--- src/event_logger_settings.svh ---
// event logger settings
// sizes, sample layout, register map and config bit positions
`ifndef EVENT_LOGGER_SETTINGS_SVH
`define EVENT_LOGGER_SETTINGS_SVH

// external inputs
`define LOG_GPIO_N        10    // number of external inputs that can trigger a message

// sample layout, in 16-bit words
`define LOG_TS_WORDS      4     // timestamp words at the start of each sample
`define LOG_MSG_WORDS     28    // message buffer depth
`define LOG_SAMPLE_WORDS  32    // total words per sample

// register map
`define LOG_PAGE_MSG      2     // addr[6:5] of the message buffer, 0x40..0x5f
`define LOG_ADDR_CONFIG   3     // config register

// config register, enable bit sits just above its field
`define LOG_CONF_MSG      13    // field in [12:8] = {invert, select[3:0]}
`define LOG_CONF_SYN      15    // field in [14] = sync channel enable
`define LOG_MSG_DISABLE   15    // select value that turns the message channel off

`endif

--- src/event_logger_pkg.sv ---
// event logger types
// vector typedefs, bundled buses and the arbiter FSM encoding
`default_nettype none

package event_logger_pkg;

    typedef logic [15:0] log_word_t;   // one output word
    typedef logic [31:0] ts_sec_t;     // seconds
    typedef logic [19:0] ts_usec_t;    // microseconds
    typedef logic [6:0]  ctrl_addr_t;  // register address, page in [6:5]
    typedef logic [4:0]  msg_addr_t;   // message buffer index
    typedef logic        chan_id_t;    // 0 - message, 1 - external sync
    typedef logic [23:0] sample_cnt_t; // samples logged

    typedef struct packed {
        logic        we;    // single-cycle write
        logic        a;     // 1 - address write, 0 - data write
        logic [31:0] data;
    } cmd_bus_t;

    typedef struct packed {
        ts_sec_t  sec;
        ts_usec_t usec;
    } timestamp_t;

    typedef struct packed {
        logic [3:0] msg_sel;  // trigger input, 15 - disabled
        logic       msg_inv;  // invert trigger
        logic       syn_en;   // log received sync timestamps
    } log_cfg_t;

    typedef struct packed {
        logic      we;
        msg_addr_t addr;
        log_word_t data;
    } buf_wr_t;

    typedef enum logic [1:0] {
        ARB_IDLE,  // waiting for a channel with timestamp and data
        ARB_TS,    // emitting timestamp words
        ARB_DATA   // emitting channel data or zeros
    } arb_state_t;

endpackage

`default_nettype wire

--- src/logger_cmd_regs.sv ---
// logger command registers
// address register with auto-increment on data writes, registered
// write decode, config register with per-field enables and the
// write port of the message buffer
`timescale 1ns/1ps
`default_nettype none
`include "event_logger_settings.svh"

module logger_cmd_regs (
    input  wire                             xclk,
    input  wire                             config_rst,
    input  wire event_logger_pkg::cmd_bus_t i_cmd,
    output event_logger_pkg::log_cfg_t      o_cfg,
    output event_logger_pkg::buf_wr_t       o_buf_wr
);

    event_logger_pkg::ctrl_addr_t ctrl_addr;  // page in [6:5], index in [4:0]
    event_logger_pkg::msg_addr_t  buf_idx;    // buffer index of the pending write
    logic [31:0] cmd_data_r;                  // write data, valid one cycle after strobe
    logic        data_wr;                     // data (not address) write this cycle
    logic        addr_cfg;
    logic        addr_msg;
    logic        we_msg;                      // buffer write, index in range
    logic        we_cfg_msg;                  // message field enabled by bit 13
    logic        we_cfg_syn;                  // sync field enabled by bit 15

    assign data_wr  = i_cmd.we && !i_cmd.a;
    assign addr_cfg = (ctrl_addr == 7'(`LOG_ADDR_CONFIG));
    assign addr_msg = (ctrl_addr[6:5] == 2'(`LOG_PAGE_MSG));

    always_ff @(posedge xclk) begin
        if (i_cmd.we) begin
            cmd_data_r <= i_cmd.data;      // captured with the strobe
            buf_idx    <= ctrl_addr[4:0];  // index before the increment
        end
    end

    always_ff @(posedge xclk) begin
        if (config_rst) begin
            we_msg     <= 1'b0;
            we_cfg_msg <= 1'b0;
            we_cfg_syn <= 1'b0;
        end else begin
            we_msg     <= data_wr && addr_msg && (ctrl_addr[4:0] < 5'(`LOG_MSG_WORDS));
            we_cfg_msg <= data_wr && addr_cfg && i_cmd.data[`LOG_CONF_MSG];
            we_cfg_syn <= data_wr && addr_cfg && i_cmd.data[`LOG_CONF_SYN];
        end
    end

    // address write sets all 7 bits, data writes step the low 5 and stop at 31
    always_ff @(posedge xclk) begin
        if (config_rst) begin
            ctrl_addr <= '0;
        end else if (i_cmd.we && i_cmd.a) begin
            ctrl_addr <= i_cmd.data[6:0];
        end else if (data_wr && (ctrl_addr[4:0] != 5'h1f)) begin
            ctrl_addr[4:0] <= ctrl_addr[4:0] + 5'd1;  // no rollover into next page
        end
    end

    always_ff @(posedge xclk) begin
        if (config_rst) begin
            o_cfg <= '0;  // input 0, not inverted, sync off
        end else begin
            if (we_cfg_msg) begin
                {o_cfg.msg_inv, o_cfg.msg_sel} <= cmd_data_r[`LOG_CONF_MSG - 1 -: 5];
            end
            if (we_cfg_syn) begin
                o_cfg.syn_en <= cmd_data_r[`LOG_CONF_SYN - 1];
            end
        end
    end

    // index held from the strobe cycle
    assign o_buf_wr = '{we: we_msg, addr: buf_idx, data: cmd_data_r[15:0]};

endmodule

`default_nettype wire

--- src/logger_msg_channel.sv ---
// message channel
// selected external input, synchronized and optionally inverted
// leading edge requests a timestamp, trailing edge releases the
// 28-word message stored by software
`timescale 1ns/1ps
`default_nettype none
`include "event_logger_settings.svh"

module logger_msg_channel (
    input  wire                             xclk,
    input  wire                             config_rst,
    input  wire event_logger_pkg::log_cfg_t i_cfg,
    input  wire event_logger_pkg::buf_wr_t  i_buf_wr,
    input  wire [`LOG_GPIO_N-1:0]           i_ext_di,
    input  wire                             i_nxt,
    output logic                            o_ts_rq,
    output logic                            o_rdy,
    output event_logger_pkg::log_word_t     o_data
);

    event_logger_pkg::log_word_t msg_buf [`LOG_MSG_WORDS];
    event_logger_pkg::msg_addr_t rd_ptr;
    logic       msg_en;
    logic       trig_raw;   // selected input, async
    logic [1:0] trig_sync;  // two-flop synchronizer
    logic       trig;
    logic       trig_d;

    assign msg_en   = (i_cfg.msg_sel != 4'(`LOG_MSG_DISABLE));
    assign trig_raw = (i_cfg.msg_sel < 4'(`LOG_GPIO_N)) ? i_ext_di[i_cfg.msg_sel]
                                                        : i_ext_di[0];  // 10..14 read as 0
    assign trig     = msg_en && (trig_sync[1] ^ i_cfg.msg_inv);

    always_ff @(posedge xclk) begin
        if (config_rst) begin
            trig_sync <= 2'b00;
            trig_d    <= 1'b0;
            o_ts_rq   <= 1'b0;
            o_rdy     <= 1'b0;
            rd_ptr    <= '0;
        end else begin
            trig_sync <= {trig_sync[0], trig_raw};
            trig_d    <= trig;
            o_ts_rq   <= trig && !trig_d;  // leading edge
            if (!trig && trig_d && !o_rdy) begin
                o_rdy  <= 1'b1;  // trailing edge, message complete
                rd_ptr <= '0;
            end else if (i_nxt && o_rdy) begin
                if (rd_ptr == 5'(`LOG_MSG_WORDS - 1)) begin
                    o_rdy <= 1'b0;  // last word read
                end else begin
                    rd_ptr <= rd_ptr + 5'd1;
                end
            end
        end
    end

    always_ff @(posedge xclk) begin
        if (i_buf_wr.we) begin
            msg_buf[i_buf_wr.addr] <= i_buf_wr.data;  // index already range-checked
        end
    end

    assign o_data = msg_buf[rd_ptr];

endmodule

`default_nettype wire

--- src/logger_exttime_channel.sv ---
// external sync channel
// holds the timestamp received over the sync line and serves it
// as four data words
`timescale 1ns/1ps
`default_nettype none

module logger_exttime_channel (
    input  wire                               xclk,
    input  wire                               config_rst,
    input  wire                               i_syn_en,
    input  wire                               i_ts_stb,
    input  wire event_logger_pkg::timestamp_t i_ts_rcv,
    input  wire                               i_nxt,
    output logic                              o_ts_rq,
    output logic                              o_rdy,
    output event_logger_pkg::log_word_t       o_data
);

    event_logger_pkg::timestamp_t ts_r;  // received time
    logic [1:0] word_idx;
    logic       take;                    // accept this strobe

    assign take = i_ts_stb && i_syn_en && !o_rdy;

    always_ff @(posedge xclk) begin
        if (take) begin
            ts_r <= i_ts_rcv;
        end
    end

    always_ff @(posedge xclk) begin
        if (config_rst) begin
            o_ts_rq  <= 1'b0;
            o_rdy    <= 1'b0;
            word_idx <= 2'd0;
        end else begin
            o_ts_rq <= take;  // same edge as rdy
            if (!i_syn_en) begin
                o_rdy    <= 1'b0;
                word_idx <= 2'd0;
            end else if (take) begin
                o_rdy    <= 1'b1;
                word_idx <= 2'd0;
            end else if (i_nxt && o_rdy) begin
                if (word_idx == 2'd3) begin
                    o_rdy <= 1'b0;  // rest of sample is zero fill
                end
                word_idx <= word_idx + 2'd1;
            end
        end
    end

    always_comb begin
        case (word_idx)
            2'd0:    o_data = ts_r.usec[15:0];
            2'd1:    o_data = {12'h000, ts_r.usec[19:16]};
            2'd2:    o_data = ts_r.sec[15:0];
            default: o_data = ts_r.sec[31:16];
        endcase
    end

endmodule

`default_nettype wire

--- src/logger_timestamps.sv ---
// timestamp store
// latches local time for each channel on its request and holds it
// until the arbiter has emitted that channel's sample
`timescale 1ns/1ps
`default_nettype none

module logger_timestamps (
    input  wire                             xclk,
    input  wire                             config_rst,
    input  wire event_logger_pkg::ts_sec_t  i_sec,
    input  wire event_logger_pkg::ts_usec_t i_usec,
    input  wire [1:0]                       i_ts_rq,
    input  wire [1:0]                       i_done,
    input  wire event_logger_pkg::chan_id_t i_chan,
    input  wire [1:0]                       i_word,
    output logic [1:0]                      o_ts_valid,
    output event_logger_pkg::log_word_t     o_data
);

    event_logger_pkg::timestamp_t ts_r [2];
    event_logger_pkg::timestamp_t ts_sel;

    always_ff @(posedge xclk) begin
        if (config_rst) begin
            o_ts_valid <= 2'b00;
        end else begin
            o_ts_valid <= (o_ts_valid | i_ts_rq) & ~i_done;  // done wins
        end
    end

    // a held timestamp is kept, later requests are dropped until done
    always_ff @(posedge xclk) begin
        for (int ch = 0; ch < 2; ch++) begin
            if (i_ts_rq[ch] && !o_ts_valid[ch]) begin
                ts_r[ch] <= '{sec: i_sec, usec: i_usec};
            end
        end
    end

    assign ts_sel = ts_r[i_chan];

    always_comb begin
        case (i_word)
            2'd0:    o_data = ts_sel.usec[15:0];
            2'd1:    o_data = {7'h00, i_chan, 4'h0, ts_sel.usec[19:16]};  // channel in bit 8
            2'd2:    o_data = ts_sel.sec[15:0];
            default: o_data = ts_sel.sec[31:16];
        endcase
    end

endmodule

`default_nettype wire

--- src/logger_arbiter.sv ---
// sample arbiter
// picks a channel with timestamp and data (message first), steps
// through 4 timestamp and 28 data words, registers the output in two
// stages and counts logged samples
`timescale 1ns/1ps
`default_nettype none
`include "event_logger_settings.svh"

module logger_arbiter (
    input  wire                              xclk,
    input  wire                              config_rst,
    input  wire [1:0]                        i_ts_valid,
    input  wire [1:0]                        i_rdy,
    input  wire event_logger_pkg::log_word_t i_ts_data,
    input  wire event_logger_pkg::log_word_t i_msg_data,
    input  wire event_logger_pkg::log_word_t i_ext_data,
    output event_logger_pkg::chan_id_t       o_chan,
    output logic [1:0]                       o_word,
    output logic [1:0]                       o_nxt,
    output logic [1:0]                       o_done,
    output event_logger_pkg::log_word_t      o_data,
    output logic                             o_data_stb,
    output event_logger_pkg::sample_cnt_t    o_sample_count
);

    event_logger_pkg::arb_state_t state;
    logic [4:0] word_cnt;                  // word of the sample being selected
    logic [1:0] eligible;
    logic       last_word;
    event_logger_pkg::log_word_t src_data; // stage 1, channel data
    event_logger_pkg::log_word_t ts_data_r;// stage 1, timestamp word
    logic       src_rdy;                   // stage 1, channel still has data
    logic       ts_en_r;                   // stage 1, timestamp word selected
    logic       dv_r;                      // stage 1 valid

    assign eligible  = i_ts_valid & i_rdy;
    assign last_word = (state == event_logger_pkg::ARB_DATA) &&
                       (word_cnt == 5'(`LOG_SAMPLE_WORDS - 1));
    assign o_word    = word_cnt[1:0];
    assign o_nxt     = (state == event_logger_pkg::ARB_DATA) ? (2'b01 << o_chan) : 2'b00;
    assign o_done    = last_word ? (2'b01 << o_chan) : 2'b00;

    always_ff @(posedge xclk) begin
        if (config_rst) begin
            state          <= event_logger_pkg::ARB_IDLE;
            word_cnt       <= '0;
            o_chan         <= 1'b0;
            o_sample_count <= '0;
        end else begin
            case (state)
                event_logger_pkg::ARB_IDLE: begin
                    word_cnt <= '0;
                    if (eligible[0]) begin
                        o_chan <= 1'b0;  // message channel wins ties
                        state  <= event_logger_pkg::ARB_TS;
                    end else if (eligible[1]) begin
                        o_chan <= 1'b1;
                        state  <= event_logger_pkg::ARB_TS;
                    end
                end
                event_logger_pkg::ARB_TS: begin
                    word_cnt <= word_cnt + 5'd1;
                    if (word_cnt == 5'(`LOG_TS_WORDS - 1)) begin
                        state <= event_logger_pkg::ARB_DATA;
                    end
                end
                event_logger_pkg::ARB_DATA: begin
                    word_cnt <= word_cnt + 5'd1;
                    if (last_word) begin
                        state          <= event_logger_pkg::ARB_IDLE;
                        o_sample_count <= o_sample_count + 24'd1;
                    end
                end
                default: state <= event_logger_pkg::ARB_IDLE;
            endcase
        end
    end

    // stage 1 picks the channel, stage 2 picks timestamp, data or zero
    always_ff @(posedge xclk) begin
        ts_en_r   <= (state == event_logger_pkg::ARB_TS);
        ts_data_r <= i_ts_data;
        src_data  <= o_chan ? i_ext_data : i_msg_data;
        src_rdy   <= i_rdy[o_chan];
    end

    always_ff @(posedge xclk) begin
        if (config_rst) begin
            dv_r       <= 1'b0;
            o_data_stb <= 1'b0;
            o_data     <= '0;
        end else begin
            dv_r       <= (state != event_logger_pkg::ARB_IDLE);
            o_data_stb <= dv_r;
            if (!dv_r) begin
                o_data <= '0;  // idle bus reads zero
            end else if (ts_en_r) begin
                o_data <= ts_data_r;
            end else begin
                o_data <= src_rdy ? src_data : '0;  // zero fill after channel data
            end
        end
    end

endmodule

`default_nettype wire

--- src/event_logger.sv ---
// event logger top
// command registers, message and external sync channels, shared
// timestamp store and the sample arbiter
`timescale 1ns/1ps
`default_nettype none
`include "event_logger_settings.svh"

module event_logger (
    input  wire                               xclk,
    input  wire                               config_rst,
    input  wire event_logger_pkg::cmd_bus_t   i_cmd,
    input  wire event_logger_pkg::ts_sec_t    i_sec,
    input  wire event_logger_pkg::ts_usec_t   i_usec,
    input  wire [`LOG_GPIO_N-1:0]             i_ext_di,
    input  wire                               i_ts_stb,
    input  wire event_logger_pkg::timestamp_t i_ts_rcv,
    output wire event_logger_pkg::log_word_t  o_data,
    output wire                               o_data_stb,
    output wire event_logger_pkg::sample_cnt_t o_sample_count
);

    event_logger_pkg::log_cfg_t  cfg;
    event_logger_pkg::buf_wr_t   buf_wr;
    event_logger_pkg::log_word_t msg_data;
    event_logger_pkg::log_word_t ext_data;
    event_logger_pkg::log_word_t ts_data;
    event_logger_pkg::chan_id_t  chan;
    logic [1:0] word;      // timestamp word select
    logic [1:0] ts_rq;     // bit 0 message, bit 1 sync
    logic [1:0] ts_valid;
    logic [1:0] rdy;
    logic [1:0] nxt;
    logic [1:0] done;

    logger_cmd_regs logger_cmd_regs_inst (
        .xclk       (xclk),
        .config_rst (config_rst),
        .i_cmd      (i_cmd),
        .o_cfg      (cfg),
        .o_buf_wr   (buf_wr)
    );

    logger_msg_channel logger_msg_channel_inst (
        .xclk       (xclk),
        .config_rst (config_rst),
        .i_cfg      (cfg),
        .i_buf_wr   (buf_wr),
        .i_ext_di   (i_ext_di),
        .i_nxt      (nxt[0]),
        .o_ts_rq    (ts_rq[0]),
        .o_rdy      (rdy[0]),
        .o_data     (msg_data)
    );

    logger_exttime_channel logger_exttime_channel_inst (
        .xclk       (xclk),
        .config_rst (config_rst),
        .i_syn_en   (cfg.syn_en),
        .i_ts_stb   (i_ts_stb),
        .i_ts_rcv   (i_ts_rcv),
        .i_nxt      (nxt[1]),
        .o_ts_rq    (ts_rq[1]),
        .o_rdy      (rdy[1]),
        .o_data     (ext_data)
    );

    logger_timestamps logger_timestamps_inst (
        .xclk       (xclk),
        .config_rst (config_rst),
        .i_sec      (i_sec),
        .i_usec     (i_usec),
        .i_ts_rq    (ts_rq),
        .i_done     (done),
        .i_chan     (chan),
        .i_word     (word),
        .o_ts_valid (ts_valid),
        .o_data     (ts_data)
    );

    logger_arbiter logger_arbiter_inst (
        .xclk           (xclk),
        .config_rst     (config_rst),
        .i_ts_valid     (ts_valid),
        .i_rdy          (rdy),
        .i_ts_data      (ts_data),
        .i_msg_data     (msg_data),
        .i_ext_data     (ext_data),
        .o_chan         (chan),
        .o_word         (word),
        .o_nxt          (nxt),
        .o_done         (done),
        .o_data         (o_data),
        .o_data_stb     (o_data_stb),
        .o_sample_count (o_sample_count)
    );

endmodule

`default_nettype wire

--- config.mk ---
export PLATFORM = sky130hd
export DESIGN_NAME = event_logger
export DESIGN_NICKNAME = d
export VERILOG_FILES = /design/src/event_logger_pkg.sv /design/src/logger_cmd_regs.sv /design/src/logger_msg_channel.sv /design/src/logger_exttime_channel.sv /design/src/logger_timestamps.sv /design/src/logger_arbiter.sv /design/src/event_logger.sv
export VERILOG_INCLUDE_DIRS = /design/src
export SDC_FILE = /design/constraint.sdc
export NUM_CORES = 1
export LEC_CHECK = 0
export BUFFER_PORTS_ARGS = -buffer_cell sky130_fd_sc_hd__buf_2
export CAP_MARGIN = 20
export CORE_ASPECT_RATIO = 0.9
export CORE_MARGIN = 2
export CORE_UTILIZATION = 30
export CTS_CLUSTER_SIZE = 10
export DETAILED_ROUTE_END_ITERATION = 10
export HOLD_SLACK_MARGIN = 0.06
export PLACE_DENSITY_LB_ADDON = 0.15
export REMOVE_ABC_BUFFERS = 1
export SLEW_MARGIN = 25
export SYNTH_ARGS = -nofsm -noshare
export SYNTH_HDL_FRONTEND = slang
export SYNTH_SLANG_ARGS = --single-unit
--- constraint.sdc ---
create_clock -name xclk -period 9.2 [get_ports xclk]
set_clock_uncertainty 0.15 [all_clocks]
set_input_delay 0.46 -clock xclk [delete_from_list [all_inputs] [get_ports xclk]]
set_output_delay 0.46 -clock xclk [all_outputs]
set_load 0.01 [all_outputs]
Yosys cells after proc, flatten, opt, wreduce, memory -nomap -nowiden
Memories as Yosys holds them, arrays and structs flattened. A register that Yosys moved wholly into a read port is not among the register bits.
Cells that the tools add are included.
- flip-flop bits (word level): 189
- bits in writable memories: 552
- output and inout bits: 41
- memories kept: 2
- memories (memory ; words ; bits a word ; rd ports ; clocked after Yosys merged registers in ; write ports ; RTL line ; text):
    logger_msg_channel_inst.msg_buf ; 28 ; 16 ; 1 ; 1 ; 1 ; logger_msg_channel.sv:21 ; event_logger_pkg::log_word_t msg_buf [`LOG_MSG_WORDS];
    logger_timestamps_inst.ts_r ; 2 ; 52 ; 1 ; 1 ; 2 ; logger_timestamps.sv:20 ; event_logger_pkg::timestamp_t ts_r [2];
- $add $sub $neg: 5
- order comparisons: 4
- equal/unequal tests: 17
- shift-type cells: 1
- mux-type cells: 38
- bitwise gates (word level): 8
- reductions and logical operators: 48
- operators by type and width (operator ; number):
    $pmux 16 s3 ; 2
    $mux 16 ; 3
    $add 24x1->24 const B ; 1
    $mux 1 ; 20
    $mux 5 ; 4
    $logic_and 1x1->1 ; 19
    $reduce_bool 2->1 ; 8
    $add 5x1->5 const B ; 3
    $mux 2 ; 6
    $eq 2x2->1 const B ; 5
    $eq 5x5->1 const B ; 2
    $pmux 5 s2 ; 1
    $reduce_and 2->1 ; 5
    $reduce_or 2->1 ; 4
    $eq 7x2->1 const B ; 1
    $logic_not 1->1 ; 7
    $eq 2x1->1 const B ; 3
    $logic_not 2->1 ; 3
    $pmux 2 s3 ; 1
    $eq 5x2->1 const B ; 1
    $lt 4x5->1 const B ; 1
    $lt 5x5->1 const B ; 1
    $ne 5x5->1 const B ; 1
    $and 2x2->2 ; 2
    14 further kinds ; 17

Depth between registers and ports, before layout
- word-level depth: 7
- gate-level depth with buffers: 8

Modules after synthesis
Synthesis repeated with hierarchy kept, for this count alone.
- cells, all modules: 1701
- area, all modules: 28788.9 sq um
- by module, submodules not included (module ; instances ; cells each ; area an instance (sq um)):
    logger_msg_channel ; 1 ; 963 ; 18123.6
    logger_timestamps ; 1 ; 211 ; 4088.9
    logger_arbiter ; 1 ; 301 ; 3079.2
    logger_exttime_channel ; 1 ; 129 ; 2129.5
    logger_cmd_regs ; 1 ; 97 ; 1367.6

Worst setup path after synthesis
Ideal clock, no wire load.
- path type: register to register
- from: reg logger_timestamps_inst.o_ts_valid[1]
- to: mem logger_timestamps_inst.ts_r[1][0] (netlist name), enable pin
- setup time: 0.468 ns
- arrival time: 2.655 ns
- data required time: 8.582 ns
- path slack: 5.927 ns
- stages on the path, launching flop included: 2
- path buffers: 0
- period minus slack after synthesis: 3.273 ns
- cell sequence: dfxtp_1 -> nor2b_1
- RTL lines (what ; RTL line ; text):
    start, declared ; logger_timestamps.sv:16 ; output logic [1:0] o_ts_valid,
    start signal, assigned ; logger_timestamps.sv:27 ; o_ts_valid <= (o_ts_valid | i_ts_rq) & ~i_done;
    end, declared ; logger_timestamps.sv:20 ;

==> flow_summary.json <==
{
  "worstSetupStartpointType": "flip-flop",
  "rsz0062_at_grt": "no",
  "setup.worst_path.class": "reg -> reg",
  "cts.reportedPaths.clkPinSlew_ns": 0.06,
  "wl_mm": 72.9,
  "setup_viol": 0,
  "synth_top_family_by_area": "multiplexers",
  "synth_area_per_cell_sq_um": 18.1,
  "grt_pass1_wl_mm": 106,
  "wire_per_inst_um": 22.3,
  "io_buffers": 175,
  "clockRootBuffer": "clkbuf_16",
  "yosys.area_share.simple_pct": 5.04,
  "end_kind": "flip-flop",
  "clock-sinks": 747,
  "nets": 2116,
  "core_area_sq_um": 94500,
  "grt_max_degree": 57,
  "dpl.hpwl_mm": 45.8,
  "numCtsBuffers": 85,
  "synth-xor-area-share_pct": 0.552,
  "drcViolationCount": 0,
  "synth_compound_area_share_pct": 4.78,
  "clk_latency_ns": 0.63,
  "max_freq_ghz": 0.252,
  "worstMarginPinSlew_ns": 1.02,
  "drt_iter0_drc": 1010,
  "ir_drop_v": 0.000137,
  "grt_pass1_vias": 16054,
  "postCtsSetupBuffers": 0,
  "hold_viol": 0,
  "cts_buffer_depth": 3,
  "max_slew_margin_pct": 32.2,
  "wl_met3_mm": 3.17,
  "status": "complete, no violations",
  "grt_overflow_total": 0,
  "worst-r2r-cell-count": 6,
  "grt_use_total_pct": 14.9,
  "routed-wl-met2_mm": 34.1,
  "synth_edf_count": 625,
  "io_pins": 192,
  "dieArea_sq_um": 97600,
  "vias": 15520,
  "cts_tree": "done",
  "cap_violations": 0,
  "dpl_worst_slack_ns": 5.12,
  "rr_endpoint": "logger_arbiter_inst.src_data[5]",
  "synth_top_flop_cell": "edfxtp_1",
  "instances_no_fill": 3263,
  "crit_path_end": "logger_arbiter_inst.src_data[5]",
  "ys.warnings.count": 0,
  "yosysSeqAreaShare_pct": 74.3,
  "final.min_clock_period_ns": 3.96,
  "r2r_slack_ns": 5.24,
  "netlist_instances": 1581,
  "ant_nets": 0,
  "die_height_um": 297,
  "die_w_um": 329,
  "highest_layer": "met4",
  "antenna_found_initial": 3,
  "dp.cells": 2985,
  "p_per_area_nw_per_um2": 204,
  "p_leak_uw": 0.0113,
  "vias_per_cell": 4.76,
  "ys_types": 64,
  "critPathMaxFanout": 32,
  "setup_ws_ns": 5.24,
  "critical_path_arrival_ns": 4.25,
  "final_layout_size_suffix_gt1_share_pct": 23.7,
  "place_congestion": 0.740,
  "ys_ff_latch": 747,
  "async_flop_share_pct": 0,
  "cp.required_ns": 9.49,
  "synth-adder-area-share_pct": 0.833,
  "synth.area.mux_share_pct": 12.3,
  "initial_core_util_pct": 30.2,
  "fin_setup_tns_ns": 0,
  "rows": 107,
  "firstDrtPassIters": 6,
  "htree_levels": 3,
  "slew_violations": 0,
  "hp-class": "in -> reg",
  "wl_met1_mm": 34.0,
  "fin_crit_sh_pct": 43.1,
  "utilization_pct": 36.8,
  "synth_area_sq_um": 28500,
  "syn2layout_area_growth_pct": 21.8
}
==> cell usage in the layout (no fill, tap or decap), drive strengths merged, types with 13 or more instances in the layout <==
cell type	n
edfxtp	625
buf	238
clkbuf	144
dlygate4sd3	122
dfxtp	122
mux4	99
nor2	90
mux2i	79
nand2	51
a21oi	50
mux2	40
nor2b	39
a22oi	38
inv	28
nand3	21
a221oi	19
ha	19
a211oi	16
xor2	15
o21ai	15
a222oi	13
==> state kept, by name (all words and copies together) (netlist names), 2 cells and up, named ones only <==
| register | count |
|---|---|
| logger_arbiter_inst.state | 2 |
| logger_cmd_regs_inst.cmd_data_r | 16 |
| logger_arbiter_inst.o_data | 16 |
| logger_timestamps_inst.ts_r | 104 |
| logger_arbiter_inst.ts_data_r | 16 |
| logger_exttime_channel_inst.word_idx | 2 |
| logger_exttime_channel_inst.ts_r | 52 |
| logger_cmd_regs_inst.o_cfg | 6 |
| logger_msg_channel_inst.msg_buf | 448 |
| logger_cmd_regs_inst.ctrl_addr | 7 |
| logger_msg_channel_inst.trig_sync | 2 |
| logger_timestamps_inst.o_ts_valid | 2 |
| logger_cmd_regs_inst.buf_idx | 5 |
| logger_msg_channel_inst.rd_ptr | 5 |
| logger_arbiter_inst.src_data | 16 |
| logger_arbiter_inst.word_cnt | 5 |
| logger_arbiter_inst.o_sample_count | 24 |
==> worst min path at each step <==
| stage | depth (start not counted) | from | slack, ns | endpoint |
|---|---|---|---|---|
| after global routing | 5 | i_ext_di[0] | 0.18 | logger_msg_channel_inst.trig_sync[0] |
| after detailed placement | 1 | logger_msg_channel_inst.trig_sync[0] | 0.28 | logger_msg_channel_inst.trig_sync[1] |
| final | 5 | i_ext_di[0] | 0.12 | logger_msg_channel_inst.trig_sync[0] |
| after CTS | 5 | i_ext_di[0] | 0.09 | logger_msg_channel_inst.trig_sync[0] |
| after floorplan | 1 | logger_msg_channel_inst.trig_sync[0] | 0.26 | logger_msg_channel_inst.trig_sync[1] |
| after global placement | 1 | logger_msg_channel_inst.trig_sync[0] | 0.27 | logger_msg_channel_inst.trig_sync[1] |
==> worst max-delay path, cell delays in order, from the launching register on <==
cell and delay, ns:
dfxtp_4 0.61, buf_4 0.52, buf_4 0.56, mux4_1 0.63, nor2b_1 0.15, a211oi_1 0.84
o311ai_0 0.27
==> routing by layer <==
metal | track usage, % | vias to the layer above
li1 | - | 7075
met1 | 21.0 | 8014
met2 | 23.5 | 330
met3 | 2.50 | 101
met4 | 4.47 | 0
met5 | 0 | -
==> repair_timing <==
action | 4_1_cts | 5_1_grt
endpoints found under the hold margin | 180 | 0
gates resized for setup | 0 | 0
hold buffers | 122 | 0
endpoints found under the setup margin | 0 | 0
==> Yosys cell counts (11+ instances only) <==
| cell | number | area (sq um) |
|---|---|---|
| a221oi_1 | 19 | 166 |
| o311ai_0 | 11 | 96.3 |
| buf_4 | 13 | 97.6 |
| mux2_2 | 39 | 439 |
| dfxtp_1 | 122 | 2440 |
| nor2b_1 | 39 | 244 |
| a31oi_1 | 11 | 68.8 |
| mux4_2 | 87 | 1960 |
| mux2i_1 | 79 | 791 |
| nand3_1 | 20 | 100 |
| a222oi_1 | 13 | 130 |
| nand2_1 | 51 | 191 |
| inv_1 | 25 | 93.8 |
| a22oi_1 | 38 | 285 |
| clkbuf_1 | 30 | 113 |
| a21oi_1 | 50 | 250 |
| o21ai_0 | 14 | 70.1 |
| xor2_1 | 15 | 131 |
| a211oi_1 | 16 | 120 |
| buf_2 | 14 | 70.1 |
| nor2_1 | 89 | 334 |
| edfxtp_1 | 625 | 18800 |
| ha_1 | 19 | 238 |
| mux4_1 | 12 | 315 |
| buf_6 | 12 | 135 |
==> per-stage QoR <==
step / hold WS, ns / total power, uW / area (sq um)
3_5_place_dp: 0.280 / 4030 / 31000
6_report: 0.124 / 7090 / 34800
4_1_cts: 0.0914 / 7190 / 34700
5_1_grt: 0.179 / 7360 / 34800
2_1_floorplan: 0.264 / 3900 / 28000
3_3_place_gp: 0.273 / 4020 / 30900
==> power breakdown <==
part	switching, uW	leakage [uW]	total [uW]	internal, uW
Sequential	42.0	0.00664	3760	3710
Combinational	138	0.00347	253	115
Clock	1290	0.00119	3090	1800
Total	1470	0.0113	7090	5620
==> cell type report <==
type	instances	area, sq um
tap	1253	1570
antenna	3	7.51
multi-input combinational	727	6740
inverter	25	96.3
clock buffer	144	2440
clock inverter	4	42.5
fill	8870	59800
sequential	747	21200
timing repair buffer	360	2640
==> cell families (layout without fill, tap and decap cells) <==
family | count (synthesis) | after routing
xor+xnor | 18 | 18
mux | 218 | 218
compound gates | 194 | 194
simple gates | 278 | 278
fa+ha+maj | 19 | 19
other cells | 0 | 3
buf+inv | 107 | 533
flops | 747 | 747
No activity file was read; power rests on OpenSTA's default activity.
